### src/design/naas_settings.svh
// Stream widths, ingress FIFO depths and one-hot source port codes
`ifndef NAAS_SETTINGS_SVH
`define NAAS_SETTINGS_SVH

// --------------------------------------------------
// Stream format
// --------------------------------------------------
`define NAAS_DATA_W     64        // tdata bits per beat
`define NAAS_STRB_W     8         // One strobe bit per data byte
`define NAAS_TUSER_W    128       // NetFPGA metadata bus

// --------------------------------------------------
// Ingress buffering
// --------------------------------------------------
`define NAAS_DATA_DEPTH 64        // Beats held per port
`define NAAS_DESC_DEPTH 8         // Finished packets waiting per port

// --------------------------------------------------
// Source port codes, one-hot as in tuser
// --------------------------------------------------
`define NAAS_PORT_A     8'h01     // MAC port A
`define NAAS_PORT_D     8'h40     // MAC port D

`endif

### src/design/axis_pkg.sv
// Stream beat struct and tuser metadata field positions
`include "naas_settings.svh"

package axis_pkg;

    // --------------------------------------------------
    // One stored beat, as held in the ingress data FIFO
    // --------------------------------------------------
    typedef struct packed {
        logic [`NAAS_DATA_W-1:0] tdata;     // Payload
        logic [`NAAS_STRB_W-1:0] tstrb;     // Valid bytes
        logic                    tlast;     // End of packet
    } axis_beat_t;

    // --------------------------------------------------
    // Metadata layout on the first beat of a packet
    // --------------------------------------------------
    localparam int TUSER_LEN_LSB = 0;       // Byte length, bits 15:0
    localparam int TUSER_SRC_LSB = 16;      // One-hot source port, bits 23:16

    // Remaining tuser bits stay zero in this design
    // Destination and user fields are left to the DMA side

endpackage

### src/design/port_pkg.sv
// Packet descriptor struct and mixer FSM state type
`include "naas_settings.svh"

package port_pkg;

    // --------------------------------------------------
    // Per-packet metadata
    // --------------------------------------------------
    typedef logic [15:0] pkt_len_t;         // Bytes in one packet
    typedef logic [7:0]  port_code_t;       // One-hot source port

    typedef struct packed {
        pkt_len_t   len;                    // Sum of set strobe bits
        port_code_t src;                    // Port the packet came in on
    } pkt_desc_t;

    // --------------------------------------------------
    // Mixer FSM
    // --------------------------------------------------
    typedef enum logic [1:0] {
        IDLE,                               // Waiting for a finished packet
        FIRST,                              // Sending the beat with metadata
        BODY                                // Sending the rest up to tlast
    } mxr_state_t;

endpackage

### src/design/axis_if.sv
// AXI-Stream bundle with source and sink modports for internal links
`timescale 1ns/1ps
`include "naas_settings.svh"

interface axis_if;

    logic [`NAAS_DATA_W-1:0]  tdata;        // Beat payload
    logic [`NAAS_STRB_W-1:0]  tstrb;        // Byte enables
    logic [`NAAS_TUSER_W-1:0] tuser;        // Metadata
    logic                     tvalid;       // Source has a beat
    logic                     tlast;        // Last beat of packet
    logic                     tready;       // Sink takes the beat

    // Driving side of the link
    modport src (
        output tdata, tstrb, tuser, tvalid, tlast,
        input  tready
    );

    // Receiving side of the link
    modport snk (
        input  tdata, tstrb, tuser, tvalid, tlast,
        output tready
    );

endinterface

### src/design/mxr.sv
// Whole-packet round-robin mixer of two ports with tuser metadata insertion
`timescale 1ns/1ps
`include "naas_settings.svh"

module mxr
    import axis_pkg::*;
    import port_pkg::*;
(
    input  logic                     clk,
    input  logic                     rst,
    // Ingress streams
    axis_if.snk                      a_in,
    axis_if.snk                      d_in,
    // Ingress descriptors
    input  pkt_desc_t                a_desc,
    input  pkt_desc_t                d_desc,
    input  logic                     a_desc_valid,
    input  logic                     d_desc_valid,
    output logic                     a_desc_ready,
    output logic                     d_desc_ready,
    // Toward DMA
    output logic [`NAAS_DATA_W-1:0]  m_tdata,
    output logic [`NAAS_STRB_W-1:0]  m_tstrb,
    output logic [`NAAS_TUSER_W-1:0] m_tuser,
    output logic                     m_tvalid,
    output logic                     m_tlast,
    input  logic                     m_tready
);

    mxr_state_t               state;
    logic                     sel_d;         // Packet in flight is from D
    logic                     last_d;        // D was served last
    logic                     pick_d;        // Arbiter choice in IDLE
    logic                     any_desc;
    pkt_desc_t                cur_desc;      // Metadata of packet in flight
    logic                     sel_valid;
    logic                     sel_last;
    logic [`NAAS_TUSER_W-1:0] sel_tuser;
    logic [`NAAS_TUSER_W-1:0] first_tuser;
    logic                     beat_out;      // Output beat moves this cycle

    // --------------------------------------------------
    // Round-robin choice
    // --------------------------------------------------
    assign any_desc = a_desc_valid || d_desc_valid;
    assign pick_d   = d_desc_valid && (!a_desc_valid || !last_d);  // Alternate on a tie

    assign a_desc_ready = (state == IDLE) && a_desc_valid && !pick_d;
    assign d_desc_ready = (state == IDLE) && pick_d;

    // --------------------------------------------------
    // Output mux, only the chosen port is drained
    // --------------------------------------------------
    assign sel_valid = sel_d ? d_in.tvalid : a_in.tvalid;
    assign sel_last  = sel_d ? d_in.tlast  : a_in.tlast;
    assign sel_tuser = sel_d ? d_in.tuser  : a_in.tuser;

    assign m_tdata  = sel_d ? d_in.tdata : a_in.tdata;
    assign m_tstrb  = sel_d ? d_in.tstrb : a_in.tstrb;
    assign m_tlast  = sel_last;
    assign m_tvalid = (state != IDLE) && sel_valid;
    assign beat_out = m_tvalid && m_tready;

    assign a_in.tready = (state != IDLE) && !sel_d && m_tready;
    assign d_in.tready = (state != IDLE) &&  sel_d && m_tready;

    // Length and source on the first beat
    always_comb begin
        first_tuser = '0;
        first_tuser[TUSER_LEN_LSB +: $bits(pkt_len_t)]   = cur_desc.len;
        first_tuser[TUSER_SRC_LSB +: $bits(port_code_t)] = cur_desc.src;
    end

    // Body beats keep the ingress tuser, which is zero
    assign m_tuser = (state == FIRST) ? first_tuser : sel_tuser;

    // --------------------------------------------------
    // FSM
    // --------------------------------------------------
    always_ff @(posedge clk) begin
        if (rst) begin
            state  <= IDLE;
            sel_d  <= 1'b0;
            last_d <= 1'b1;                  // Port A wins the first tie
        end else begin
            case (state)
                IDLE: begin
                    if (any_desc) begin
                        sel_d  <= pick_d;
                        last_d <= pick_d;
                        state  <= FIRST;
                    end
                end
                FIRST: begin
                    if (beat_out)
                        state <= sel_last ? IDLE : BODY;   // Single-beat packet ends here
                end
                BODY: begin
                    if (beat_out && sel_last)
                        state <= IDLE;
                end
                default: state <= IDLE;
            endcase
        end
    end

    // Descriptor latched as it is popped
    always_ff @(posedge clk) begin
        if (state == IDLE && any_desc)
            cur_desc <= pick_d ? d_desc : a_desc;
    end

endmodule

### src/flat_wrapper.sv
// flat-port wrapper written by rule: the top's interface ports become plain ports
module mxr_flat import axis_pkg::*; import port_pkg::*;
  (clk, rst, a_desc, d_desc, a_desc_valid, d_desc_valid, a_desc_ready, d_desc_ready, m_tdata, m_tstrb, m_tuser, m_tvalid, m_tlast, m_tready, a_in_tdata, a_in_tstrb, a_in_tuser, a_in_tvalid, a_in_tlast, a_in_tready, d_in_tdata, d_in_tstrb, d_in_tuser, d_in_tvalid, d_in_tlast, d_in_tready);
  axis_if a_in_i ();
  axis_if d_in_i ();
  input  logic clk;
  input  logic rst;
  input  pkt_desc_t a_desc;
  input  pkt_desc_t d_desc;
  input  logic a_desc_valid;
  input  logic d_desc_valid;
  output logic a_desc_ready;
  output logic d_desc_ready;
  output logic [`NAAS_DATA_W-1:0] m_tdata;
  output logic [`NAAS_STRB_W-1:0] m_tstrb;
  output logic [`NAAS_TUSER_W-1:0] m_tuser;
  output logic m_tvalid;
  output logic m_tlast;
  input  logic m_tready;
  input wire logic [$bits(a_in_i.tdata)-1:0] a_in_tdata;
  input wire logic [$bits(a_in_i.tstrb)-1:0] a_in_tstrb;
  input wire logic [$bits(a_in_i.tuser)-1:0] a_in_tuser;
  input wire logic [$bits(a_in_i.tvalid)-1:0] a_in_tvalid;
  input wire logic [$bits(a_in_i.tlast)-1:0] a_in_tlast;
  output wire logic [$bits(a_in_i.tready)-1:0] a_in_tready;
  input wire logic [$bits(d_in_i.tdata)-1:0] d_in_tdata;
  input wire logic [$bits(d_in_i.tstrb)-1:0] d_in_tstrb;
  input wire logic [$bits(d_in_i.tuser)-1:0] d_in_tuser;
  input wire logic [$bits(d_in_i.tvalid)-1:0] d_in_tvalid;
  input wire logic [$bits(d_in_i.tlast)-1:0] d_in_tlast;
  output wire logic [$bits(d_in_i.tready)-1:0] d_in_tready;
  assign a_in_i.tdata = a_in_tdata;
  assign a_in_i.tstrb = a_in_tstrb;
  assign a_in_i.tuser = a_in_tuser;
  assign a_in_i.tvalid = a_in_tvalid;
  assign a_in_i.tlast = a_in_tlast;
  assign a_in_tready = a_in_i.tready;
  assign d_in_i.tdata = d_in_tdata;
  assign d_in_i.tstrb = d_in_tstrb;
  assign d_in_i.tuser = d_in_tuser;
  assign d_in_i.tvalid = d_in_tvalid;
  assign d_in_i.tlast = d_in_tlast;
  assign d_in_tready = d_in_i.tready;
  mxr u_core (.clk(clk), .rst(rst), .a_in(a_in_i), .d_in(d_in_i), .a_desc(a_desc), .d_desc(d_desc), .a_desc_valid(a_desc_valid), .d_desc_valid(d_desc_valid), .a_desc_ready(a_desc_ready), .d_desc_ready(d_desc_ready), .m_tdata(m_tdata), .m_tstrb(m_tstrb), .m_tuser(m_tuser), .m_tvalid(m_tvalid), .m_tlast(m_tlast), .m_tready(m_tready));
endmodule
### config.mk
export PLATFORM = sky130hd
export DESIGN_NAME = mxr_flat
export DESIGN_NICKNAME = d
export VERILOG_FILES = /design/src/design/axis_pkg.sv /design/src/design/port_pkg.sv /design/src/design/axis_if.sv /design/src/design/mxr.sv /design/src/flat_wrapper.sv
export VERILOG_INCLUDE_DIRS = /design/src /design/src/design
export SDC_FILE = /design/constraint.sdc
export NUM_CORES = 1
export LEC_CHECK = 0
export CAP_MARGIN = 20
export CORE_AREA = 2 2 256 258
export CTS_BUF_LIST = sky130_fd_sc_hd__clkbuf_8
export CTS_CLUSTER_DIAMETER = 50
export DETAILED_ROUTE_END_ITERATION = 10
export DIE_AREA = 0 0 258 260
export DONT_BUFFER_PORTS = 1
export SLEW_MARGIN = 10
export SYNTH_ARGS = -nofsm -noshare
export SYNTH_HDL_FRONTEND = slang
export SYNTH_SLANG_ARGS = --single-unit
### constraint.sdc
create_clock -name clk -period 3 [get_ports clk]
set_clock_uncertainty 0.05 [all_clocks]
set_input_delay 0.3 -clock clk [delete_from_list [all_inputs] [get_ports clk]]
set_output_delay 0.3 -clock clk [all_outputs]
set_load 0.02 [all_outputs]
### Word-level counts from Yosys, hierarchy flattened

Cells that the tools add are included.

* bits in registers: 28
* input port bits: 457
* output and inout bits: 206
* word-level logic and storage cells: 44

* equal/unequal tests: 5
* muxes and demuxes: 12
* reduce and logical (&&, ||, !) cells: 22

Operator list (count)
* 2-to-1 mux 128 bit: 2
* 2-to-1 mux 64 bit: 1
* 2-to-1 mux 24 bit: 1
* logical AND 1 bit: 12
* 2-to-1 mux 2 bit: 4
* 2-to-1 mux 8 bit: 1
* != test 2 x 1 -> 1 bit (second input constant): 3
* one-hot mux 2 bit (3 select lines): 1
* logical NOT 1 bit: 4
* AND reduction 3 bit: 1
* == test 2 x 1 -> 1 bit (second input constant): 1
* == test 2 bit (second input constant): 1
* logical NOT 2 bit: 1
* logical OR 1 bit: 2
* 2-to-1 mux 1 bit: 2
* AND reduction 2 bit: 1
* nonzero test 2 bit: 1

### Depth between registers and ports, before layout

Gate-level depths: netlist of the first run.

* depth after elaboration: 6
* gate-level depth with buffers: 6
* depth with buffers taken out: 3

### Least setup slack after synthesis of the first run

OpenSTA, ideal clock, no wires.

* path type: flip-flop to flip-flop
* from: reg u_core.state[1]
* to: reg u_core.cur_desc[0] (netlist bit) (enable)
* data arrival time: 2.129 ns
* data required time: 2.515 ns
* path slack: 0.386 ns
* cell stages (with the launch flop): 3
* cell sequence: dfxtp_1 buf_6 nor3_1

* longest elaborated chain between the ends: 2

RTL lines
* from (decl): line mxr.sv:30 `mxr_state_t state;`
* from (signal assigned): line mxr.sv:96 `state <= sel_last ? IDLE : BODY;`
* logical NOT 2 bit: line mxr.sv:109 `if (state == IDLE && any_desc)`
* logical AND 1 bit: line mxr.sv:109
* to (signal assigned): line mxr.sv:110 `cur_desc <= pick_d ? d_desc : a_desc;`
* to (decl): line mxr.sv:35 `pkt_desc_t cur_desc;`

Every way passes these cells.
A chain may end at the register's enable or synchronous reset.

### Worst setup path in the final report of the first run

* from: reg u_core.sel_d
* to: out m_tuser[4]

* longest elaborated chain between the ends: 2

RTL lines
* from (decl): line mxr.sv:31 `logic sel_d;`
* from (signal assigned): line mxr.sv:89 `sel_d <= pick_d;`
* 2-to-1 mux 128 bit: line mxr.sv:56 `assign sel_tuser = sel_d ? d_in.tuser : a_in.tuser;`
* 2-to-1 mux 128 bit: line mxr.sv:75 `assign m_tuser = (state == FIRST) ? first_tuser : sel_tuser;`
* to (decl): line flat_wrapper.sv:16 `` output logic [`NAAS_TUSER_W-1:0] m_tuser; ``

Every way passes these cells.

==> results of run 1 <==
-- metrics by stage --
step | hold slack, ps | utilization (%) | area [sq um] | total power, mW
floorplan | 322 | - | 4250 | 1.39
global placement | 316 | 8.33 | 5340 | 1.67
detailed placement | 316 | 8.33 | 5340 | 1.69
CTS | 12.4 | 8.45 | 5420 | 2.06
global route | 7.58 | 8.50 | 5450 | 2.12
finish | 34.6 | 8.51 | 5460 | 2.00
-- final cells by class --
type / instances / area share [%]
Clock buffer: 3 / 0.756
Tap cell: 855 / 19.6
Inverter: 2 / 0.138
Multi-Input combinational cell: 400 / 58.0
Timing Repair Buffer: 33 / 5.50
Sequential cell: 28 / 14.7
Antenna cell: 16 / 0.733
Clock inverter: 1 / 0.550
-- cells in the final DEF (no fill, tap or decap) --
master / instances
nor4_1: 1
nor2b_4: 1
mux2i_1: 128
edfxtp_1: 24
o21ai_2: 1
mux2_2: 96
buf_12: 4
o21ai_1: 2
mux2_4: 1
bufinv_16: 1
o21ai_0: 22
dfxtp_1: 3
a2bb2oi_1: 1
xnor2_1: 1
clkbuf_8: 3
nand2_1: 24
buf_4: 28
diode_2: 16
nor3_1: 1
mux2i_4: 1
a2111oi_1: 1
nor2_1: 111
dfxtp_4: 1
a221o_1: 1
or3b_4: 1
inv_1: 2
a22oi_1: 1
a21boi_4: 1
and2_1: 1
nor2b_1: 1
nor3b_1: 1
nor3_2: 1
dlygate4sd3_1: 1
-- cell usage after synthesis (2+ instances only) --
cell type	number
nand2_1	24
o21ai_0	24
edfxtp_1	24
dfxtp_1	4
buf_6	2
nor2_1	111
nor2b_1	2
nor3_1	2
mux2_2	96
clkbuf_2	2
buf_2	14
mux2i_1	128
inv_1	2
buf_4	25
-- cells by family (layout without fill, tap and decap cells) --
family / Yosys count / count (layout) / share of synthesized area (%)
buffers and inverters: 45 / 39 / 7.00
AOI/OAI and AO/OA: 30 / 30 / 4.33
other: 0 / 16 / 0
and+or+nand+nor: 143 / 143 / 13.2
muxes: 226 / 226 / 56.4
xor gates and xnor gates: 1 / 1 / 0.206
DFF: 28 / 28 / 18.8
-- critical path, cell delays in order, from the launching register on --
cell and delay, ps:
dfxtp_4 550, buf_12 340, mux2i_1 150, o21ai_0 610
-- worst max-delay path by stage --
stage                          from                 end  slack [ps]  cells after the start
global placement       u_core.sel_d          m_tuser[0]         990                      4
CTS                    u_core.sel_d          m_tuser[4]         510                      3
global route           u_core.sel_d          m_tuser[4]         430                      3
detailed placement     u_core.sel_d          m_tuser[4]         880                      3
floorplan           u_core.state[1]  u_core.cur_desc[0]         390                      2
finish                 u_core.sel_d          m_tuser[4]         530                      3
-- power groups by stage --
stage,Sequential [mW],Clock (mW),Combinational (mW)
after global placement,0.496,0,1.17
after global routing,0.493,0.380,1.25
after detailed placement,0.498,0,1.19
after floorplan,0.486,0,0.901
final,0.489,0.345,1.17
after CTS,0.489,0.370,1.20
-- state kept, by name (all words and copies together) (netlist names) --
register         flops
u_core.cur_desc     24
u_core.last_d        1
u_core.sel_d         1
u_core.state         2
-- timing repair --
action,4_1_cts,5_1_grt
endpoints found under the setup margin,0,0
endpoints found under the hold margin,3,0
gates resized for setup,0,0
hold buffers,1,0
-- per-layer routing --
layer  vias to the layer above  track usage (%)
met5                         -                0
li1                       1693                -
met2                       455             13.9
met3                        77             4.61
met1                      1856             9.07
met4                        18             3.98
==> run metrics, run 1 <==
peak supply drop 0.000207 V; CP endpoint kind primary output; relative slew slack 50.0%; clock-pin slew on the worst setup and hold paths 120 ps; setup TNS 0 ps; P per Cell Area 366 nW/um^2; Starting Density 6.63%; async set or reset register ratio after synthesis 0%; fin nets 925; synth-to-layout area growth 28.4%; Hold EP u_core.last_d; synthesized instance count 473; Seq cells post-synth 28; Yosys warnings 0; routed len/inst 24.0 um; hold_sp rst; DIE HEIGHT 260 um; total of max-cap violations 0; Cells after DPL 1317; Metal-1 WL 11100 um; first-pass GRT wire length 37200 um; Synth top area share 30.1%; H-tree levels 1; worst reg-to-reg setup slack 1230 ps; Vias/cell 3.06; num ports 663; Main synth FF type edfxtp_1; setup bufs post-CTS 0; Core ar. 64100 sq um; share of layout cells above drive strength 1 30.0%; setup violators final 0; grt ovf 0; post-synthesis sequential area ratio 18.8%; Hold/Removal Path Class in -> reg; Net Sw Frac 50.7%; uppermost layer routed met5; P_leak 1.54 nW; Max clock buf depth 2; Tmin final 2470 ps; Tcrit/Tclk final 82.4%; RR Startpoint u_core.sel_d; Root Driver clkbuf_8; Setup CP Type reg -> out; FMAX 0.405 GHz; pre-CTS WS 883 ps; met3 wire length 4580 um; FF-to-FF End u_core.state[0]; Sink Count 28; GRT Overall Usage 8.54%; die area 67100 sq um; status finished clean; final worst slack 529 ps; drt pass-1 iters 5; dpl hpwl 29000 um; Worst Path Max Fanout 74; FF/Latch Area 805 sq um; mapped cell area 4250 sq um; initial antenna violation count 31; RSZ-0062 raised after global routing false; Hold Violations, Final 0; met2 WL 14400 um; # port buffers 0; overall die width 258 um; CTS tree done; WL final 32100 um; Starting DRT DRC Count 283; vias in the first global route 3766; fillers 7448; worst-margin pin slew 742 ps; clock network power share 17.3%; Clk Latency, worst-skew pair 310 ps; Critical Path Start Type flip-flop; Sequential Power Share 24.4%; Syn Nets 930; EDFF count, synth 24; Placer Congestion 0.867; Reg2Reg Depth 4; via count 4099; Post-route DRC 0; Final Max Tran Viols 0; Worst Path Required 2650 ps; Antenna Nets Post-Route 0; Synth area leader mux2i_1; Combinational Power Share 58.3%; Synth cell types 27; Int Power 0.985 mW; Hold Path Stages 1; switching power total 1.01 mW; Multi-input gate area 3170 sq um; largest net degree at the start of global routing 86; final std cells w/o fill 1338; Syn Area/Cell 8.99 sq um; Synth area leaders mux2i_1, mux2_2, edfxtp_1, nor2_1, buf_4; Num CTS Buffers 3; Row Count 93; crit path DAT 2120 ps
No activity file was read; power rests on OpenSTA's default activity.
==> inputs of run 2 (changes only) <==
clock period = 2.3 ns   (was 3 ns; I/O delays follow)
==> run metrics, run 2 (synthesized netlist as in run 1, its figures left out) <==
FF/Latch Area 805 sq um; number of cells on the critical path 4; Placer Congestion 0.862; Num CTS Buffers 3; total of max-cap violations 0; drt pass-1 iters 4; Hold Path Stages 1; vias in the first global route 3854; # port buffers 0; Tmin final 2190 ps; Clk Latency, worst-skew pair 310 ps; Reg2Reg Depth 4; Starting Density 6.63%; setup bufs post-CTS 0; Final Max Tran Viols 0; Hold/Removal Path Class in -> reg; P per Cell Area 461 nW/um^2; Multi-input gate area 3180 sq um; DIE HEIGHT 260 um; crit path DAT 1910 ps; status finished clean; Max stage delay on crit path 550 ps; slowest CP cell dfxtp_1; CTS tree done; H-tree levels 1; CP Buf/Inv Count 2; Cells after DPL 1349; Starting DRT DRC Count 222; Row Count 93; num ports 663; via count 4144; Worst Path Required 2020 ps; share of layout cells above drive strength 1 34.8%; Max clock buf depth 2; Worst Path Max Fanout 86; RSZ-0062 raised after global routing false; Hold Violations, Final 0; setup violators final 0; critical-path cell list nor2b_4 > buf_12 > nor2_1 > buf_4; largest net degree at the start of global routing 87; fillers 7462; FMAX 0.457 GHz; CP endpoint kind primary output; initial antenna violation count 22; grt ovf 0; max reg flops 24; Tcrit/Tclk final 95.2%; overall die width 258 um; delay-heaviest family, CP flip-flops; Critical Path Start Type flip-flop; Setup CP Type reg -> out; GRT Overall Usage 7.31%; Biggest register u_core.cur_desc; relative slew slack 53.1%; WL final 28000 um; Sink Count 28; clock-pin slew on the worst setup and hold paths 120 ps; first-pass GRT wire length 33000 um; setup TNS 0 ps; Antenna Nets Post-Route 0; peak supply drop 0.000287 V; routed len/inst 20.5 um; dpl hpwl 24700 um; synth-to-layout area growth 35.2%; Root Driver clkbuf_8; worst-margin pin slew 697 ps; biggest regs u_core.cur_desc (24), u_core.state (2); die area 67100 sq um; final worst slack 110 ps; Vias/cell 3.03; P_leak 1.72 nW; leading cell type in the layout, fill and taps excluded mux2i_1; final std cells w/o fill 1368; Post-route DRC 0; fin nets 958; Core ar. 64100 sq um; most frequent cells in the layout mux2i_1, nor2_1, mux2_2; pre-CTS WS 305 ps
[run 2: what timing repair did]
item,4_1_cts,5_1_grt
hold buffers,1,0
resized for setup,1,1
pin swaps,0,0
cloned,0,1
setup endpoints to repair,1,2
hold endpoints to repair,4,0
[run 2: per-layer routing]
| layer | vias up | share of wire (%) | GRT usage [%] |
|---|---|---|---|
| met5 | - | 0.31 | 0 |
| met4 | 14 | 4.6 | 3.18 |
| met2 | 439 | 48 | 12.7 |
| met1 | 1889 | 35 | 7.49 |
| li1 | 1745 | - | - |
| met3 | 57 | 12 | 3.54 |
[run 2: per-stage QoR]
| stage | hold WS, ps | utilization (%) | cell area (sq um) | total power, mW |
|---|---|---|---|---|
| after detailed placement | 256 | 8.73 | 5600 | 2.22 |
| after floorplan | 252 | - | 4260 | 1.81 |
| after CTS | 57.1 | 8.86 | 5680 | 2.69 |
| after global routing | 48.8 | 8.96 | 5750 | 2.80 |
| final | 82.8 | 8.96 | 5750 | 2.65 |
| after global placement | 257 | 8.73 | 5600 | 2.20 |
[run 2: layout make-up]
class	count	area share, %
Clock inverter	1	0.523
Inverter	2	0.131
Timing Repair Buffer	66	10.2
Multi-Input combinational cell	400	55.3
Antenna cell	13	0.566
Tap cell	855	18.6
Sequential cell	28	14.0
Clock buffer	3	0.718
[run 2: worst paths after layout]
kind | start | endpoint | slack [ps]
max | u_core.state[0] | m_tuser[117] | 110
min | a_desc[0] | u_core.cur_desc[0] | 80
max reg2reg | u_core.sel_d | u_core.state[0] | 610
min reg2reg | u_core.last_d | u_core.last_d | 590
[run 2: power breakdown]
part | total, mW | internal, mW | switching [mW]
registers | 0.630 | 0.609 | 0.0213
logic | 1.58 | 0.515 | 1.06
clock network | 0.445 | 0.235 | 0.210
[run 2: worst reg2reg max path, delay by kind of cell, from the launching register on]
family          cells  cell delay, ps
compound gates      1             420
buf+inv             1             280
flops               1             390
mux                 1             350
simple gates        1              90
==> inputs of run 3 (changes only) <==
RECOVER_POWER = 100   (was default)
==> run metrics, run 3 (synthesized netlist as in run 1, its figures left out) <==
Tmin final 2170 ps; DIE HEIGHT 260 um; CP endpoint kind primary output; Core ar. 64100 sq um; dpl hpwl 24700 um; slowest CP cell nor2_1; share of layout cells above drive strength 1 18.8%; Placer Congestion 0.862; setup TNS 0 ps; delay-heaviest family, CP simple AND/OR/NAND/NOR gates; Starting Density 6.63%; Worst Path Required 2020 ps; CTS tree done; CP Buf/Inv Count 1; total of max-cap violations 0; routed len/inst 20.4 um; most frequent cells in the layout mux2i_1, nor2_1, mux2_1; fillers 7499; status finished clean; first-pass GRT wire length 33000 um; Num CTS Buffers 3; critical-path cell list a21boi_4 > clkbuf_2 > nor2_1; worst-margin pin slew 892 ps; overall die width 258 um; Worst Path Max Fanout 27; Max clock buf depth 2; FMAX 0.461 GHz; via count 4163; Util after Layout 8.71%; clock-pin slew on the worst setup and hold paths 120 ps; setup violators final 0; H-tree levels 1; num ports 663; GRT Overall Usage 7.31%; Setup CP Type reg -> out; leading cell type in the layout, fill and taps excluded mux2i_1; initial antenna violation count 27; Vias/cell 3.04; drt pass-1 iters 5; setup bufs post-CTS 0; fin nets 958; Hold Violations, Final 0; P per Cell Area 457 nW/um^2; biggest regs u_core.cur_desc (24), u_core.state (2); Post-route DRC 0; Max stage delay on crit path 570 ps; Row Count 93; die area 67100 sq um; grt ovf 0; Antenna Nets Post-Route 0; Critical Path Start Type flip-flop; RSZ-0062 raised after global routing false; relative slew slack 40.5%; Starting DRT DRC Count 175; Final Max Tran Viols 0; Root Driver clkbuf_8; # port buffers 0; vias in the first global route 3854; Biggest register u_core.cur_desc; P_leak 1.67 nW; Clk Latency, worst-skew pair 310 ps; Sink Count 28; synth-to-layout area growth 31.3%; Hold/Removal Path Class in -> reg; peak supply drop 0.000284 V; crit path DAT 1890 ps; largest net degree at the start of global routing 87; max reg flops 24; Tcrit/Tclk final 94.4%; WL final 27900 um
==> run 3: changes by cell type in the layout (fill, tap and decap cells not counted), moves of 5 or more <==
cell	change
buf_4	-53
clkbuf_2	+32
buf_2	+5
clkbuf_1	+8
mux2_1	+69
mux2_2	-68
clkbuf_4	+8
==> run 3: worst paths after layout <==
| path | depth (start not counted) | start | to | slack (ps) |
|---|---|---|---|---|
| setup / recovery | 3 | u_core.last_d | a_desc_ready | 130 |
| hold / removal | 1 | a_desc[16] | u_core.cur_desc[16] | 80 |
| setup reg to reg | 2 | u_core.state[1] | u_core.cur_desc[9] | 340 |
| hold reg to reg | 1 | u_core.last_d | u_core.last_d | 580 |
==> run 3: report_power, final <==
part	total, mW	internal (mW)	switching [mW]
clock	0.442	0.235	0.207
sequential	0.630	0.609	0.0203
combinational	1.48	0.424	1.06
total	2.55	1.27	1.29
==> run 3: per-layer routing <==
layer,up-vias,global-route usage (%),part of all wire [%]
met5,-,0,0.31
met3,73,3.54,12
met4,14,3.18,5.3
met2,427,12.7,48
met1,1898,7.49,35
li1,1751,-,-
==> run 3: final cells by class <==
type                    instances  area (sq um)  share of cell area, %
repair buffers                 66           449                   8.05
clock buffers                   3          41.3                  0.740
flip-flops and latches         28           805                   14.4
diodes                         14          35.0                  0.628
inverters                       2          7.51                  0.134
clock inverters                 1          30.0                  0.538
multi-input cells             400          3150                   56.3
well taps                     855          1070                   19.2
==> run 3: per-stage QoR <==
stage	hold WS [ps]	instances	setup slack, ps	total power, mW	area (sq um)
floorplan	252	473	412	1.81	4260
global placement	257	1349	322	2.20	5600
detailed placement	256	1349	305	2.22	5600
CTS	57.1	1354	89.3	2.69	5680
global route	48.8	1369	19.4	2.71	5580
finish	83.2	1369	130	2.55	5580
==> run 3: what timing repair did <==
item                                    4_1_cts  5_1_grt
endpoints found under the hold margin         4        0
gates cloned                                  0        1
gates resized for setup                       1        1
hold buffers                                  1        0
endpoints found under the setup margin        1        2
==> run 3: worst reg2reg max path, cell delays in order, from the launching register on <==
cell,delay [ps]
dfxtp_1,440
nor3_1,450
clkbuf_2,650
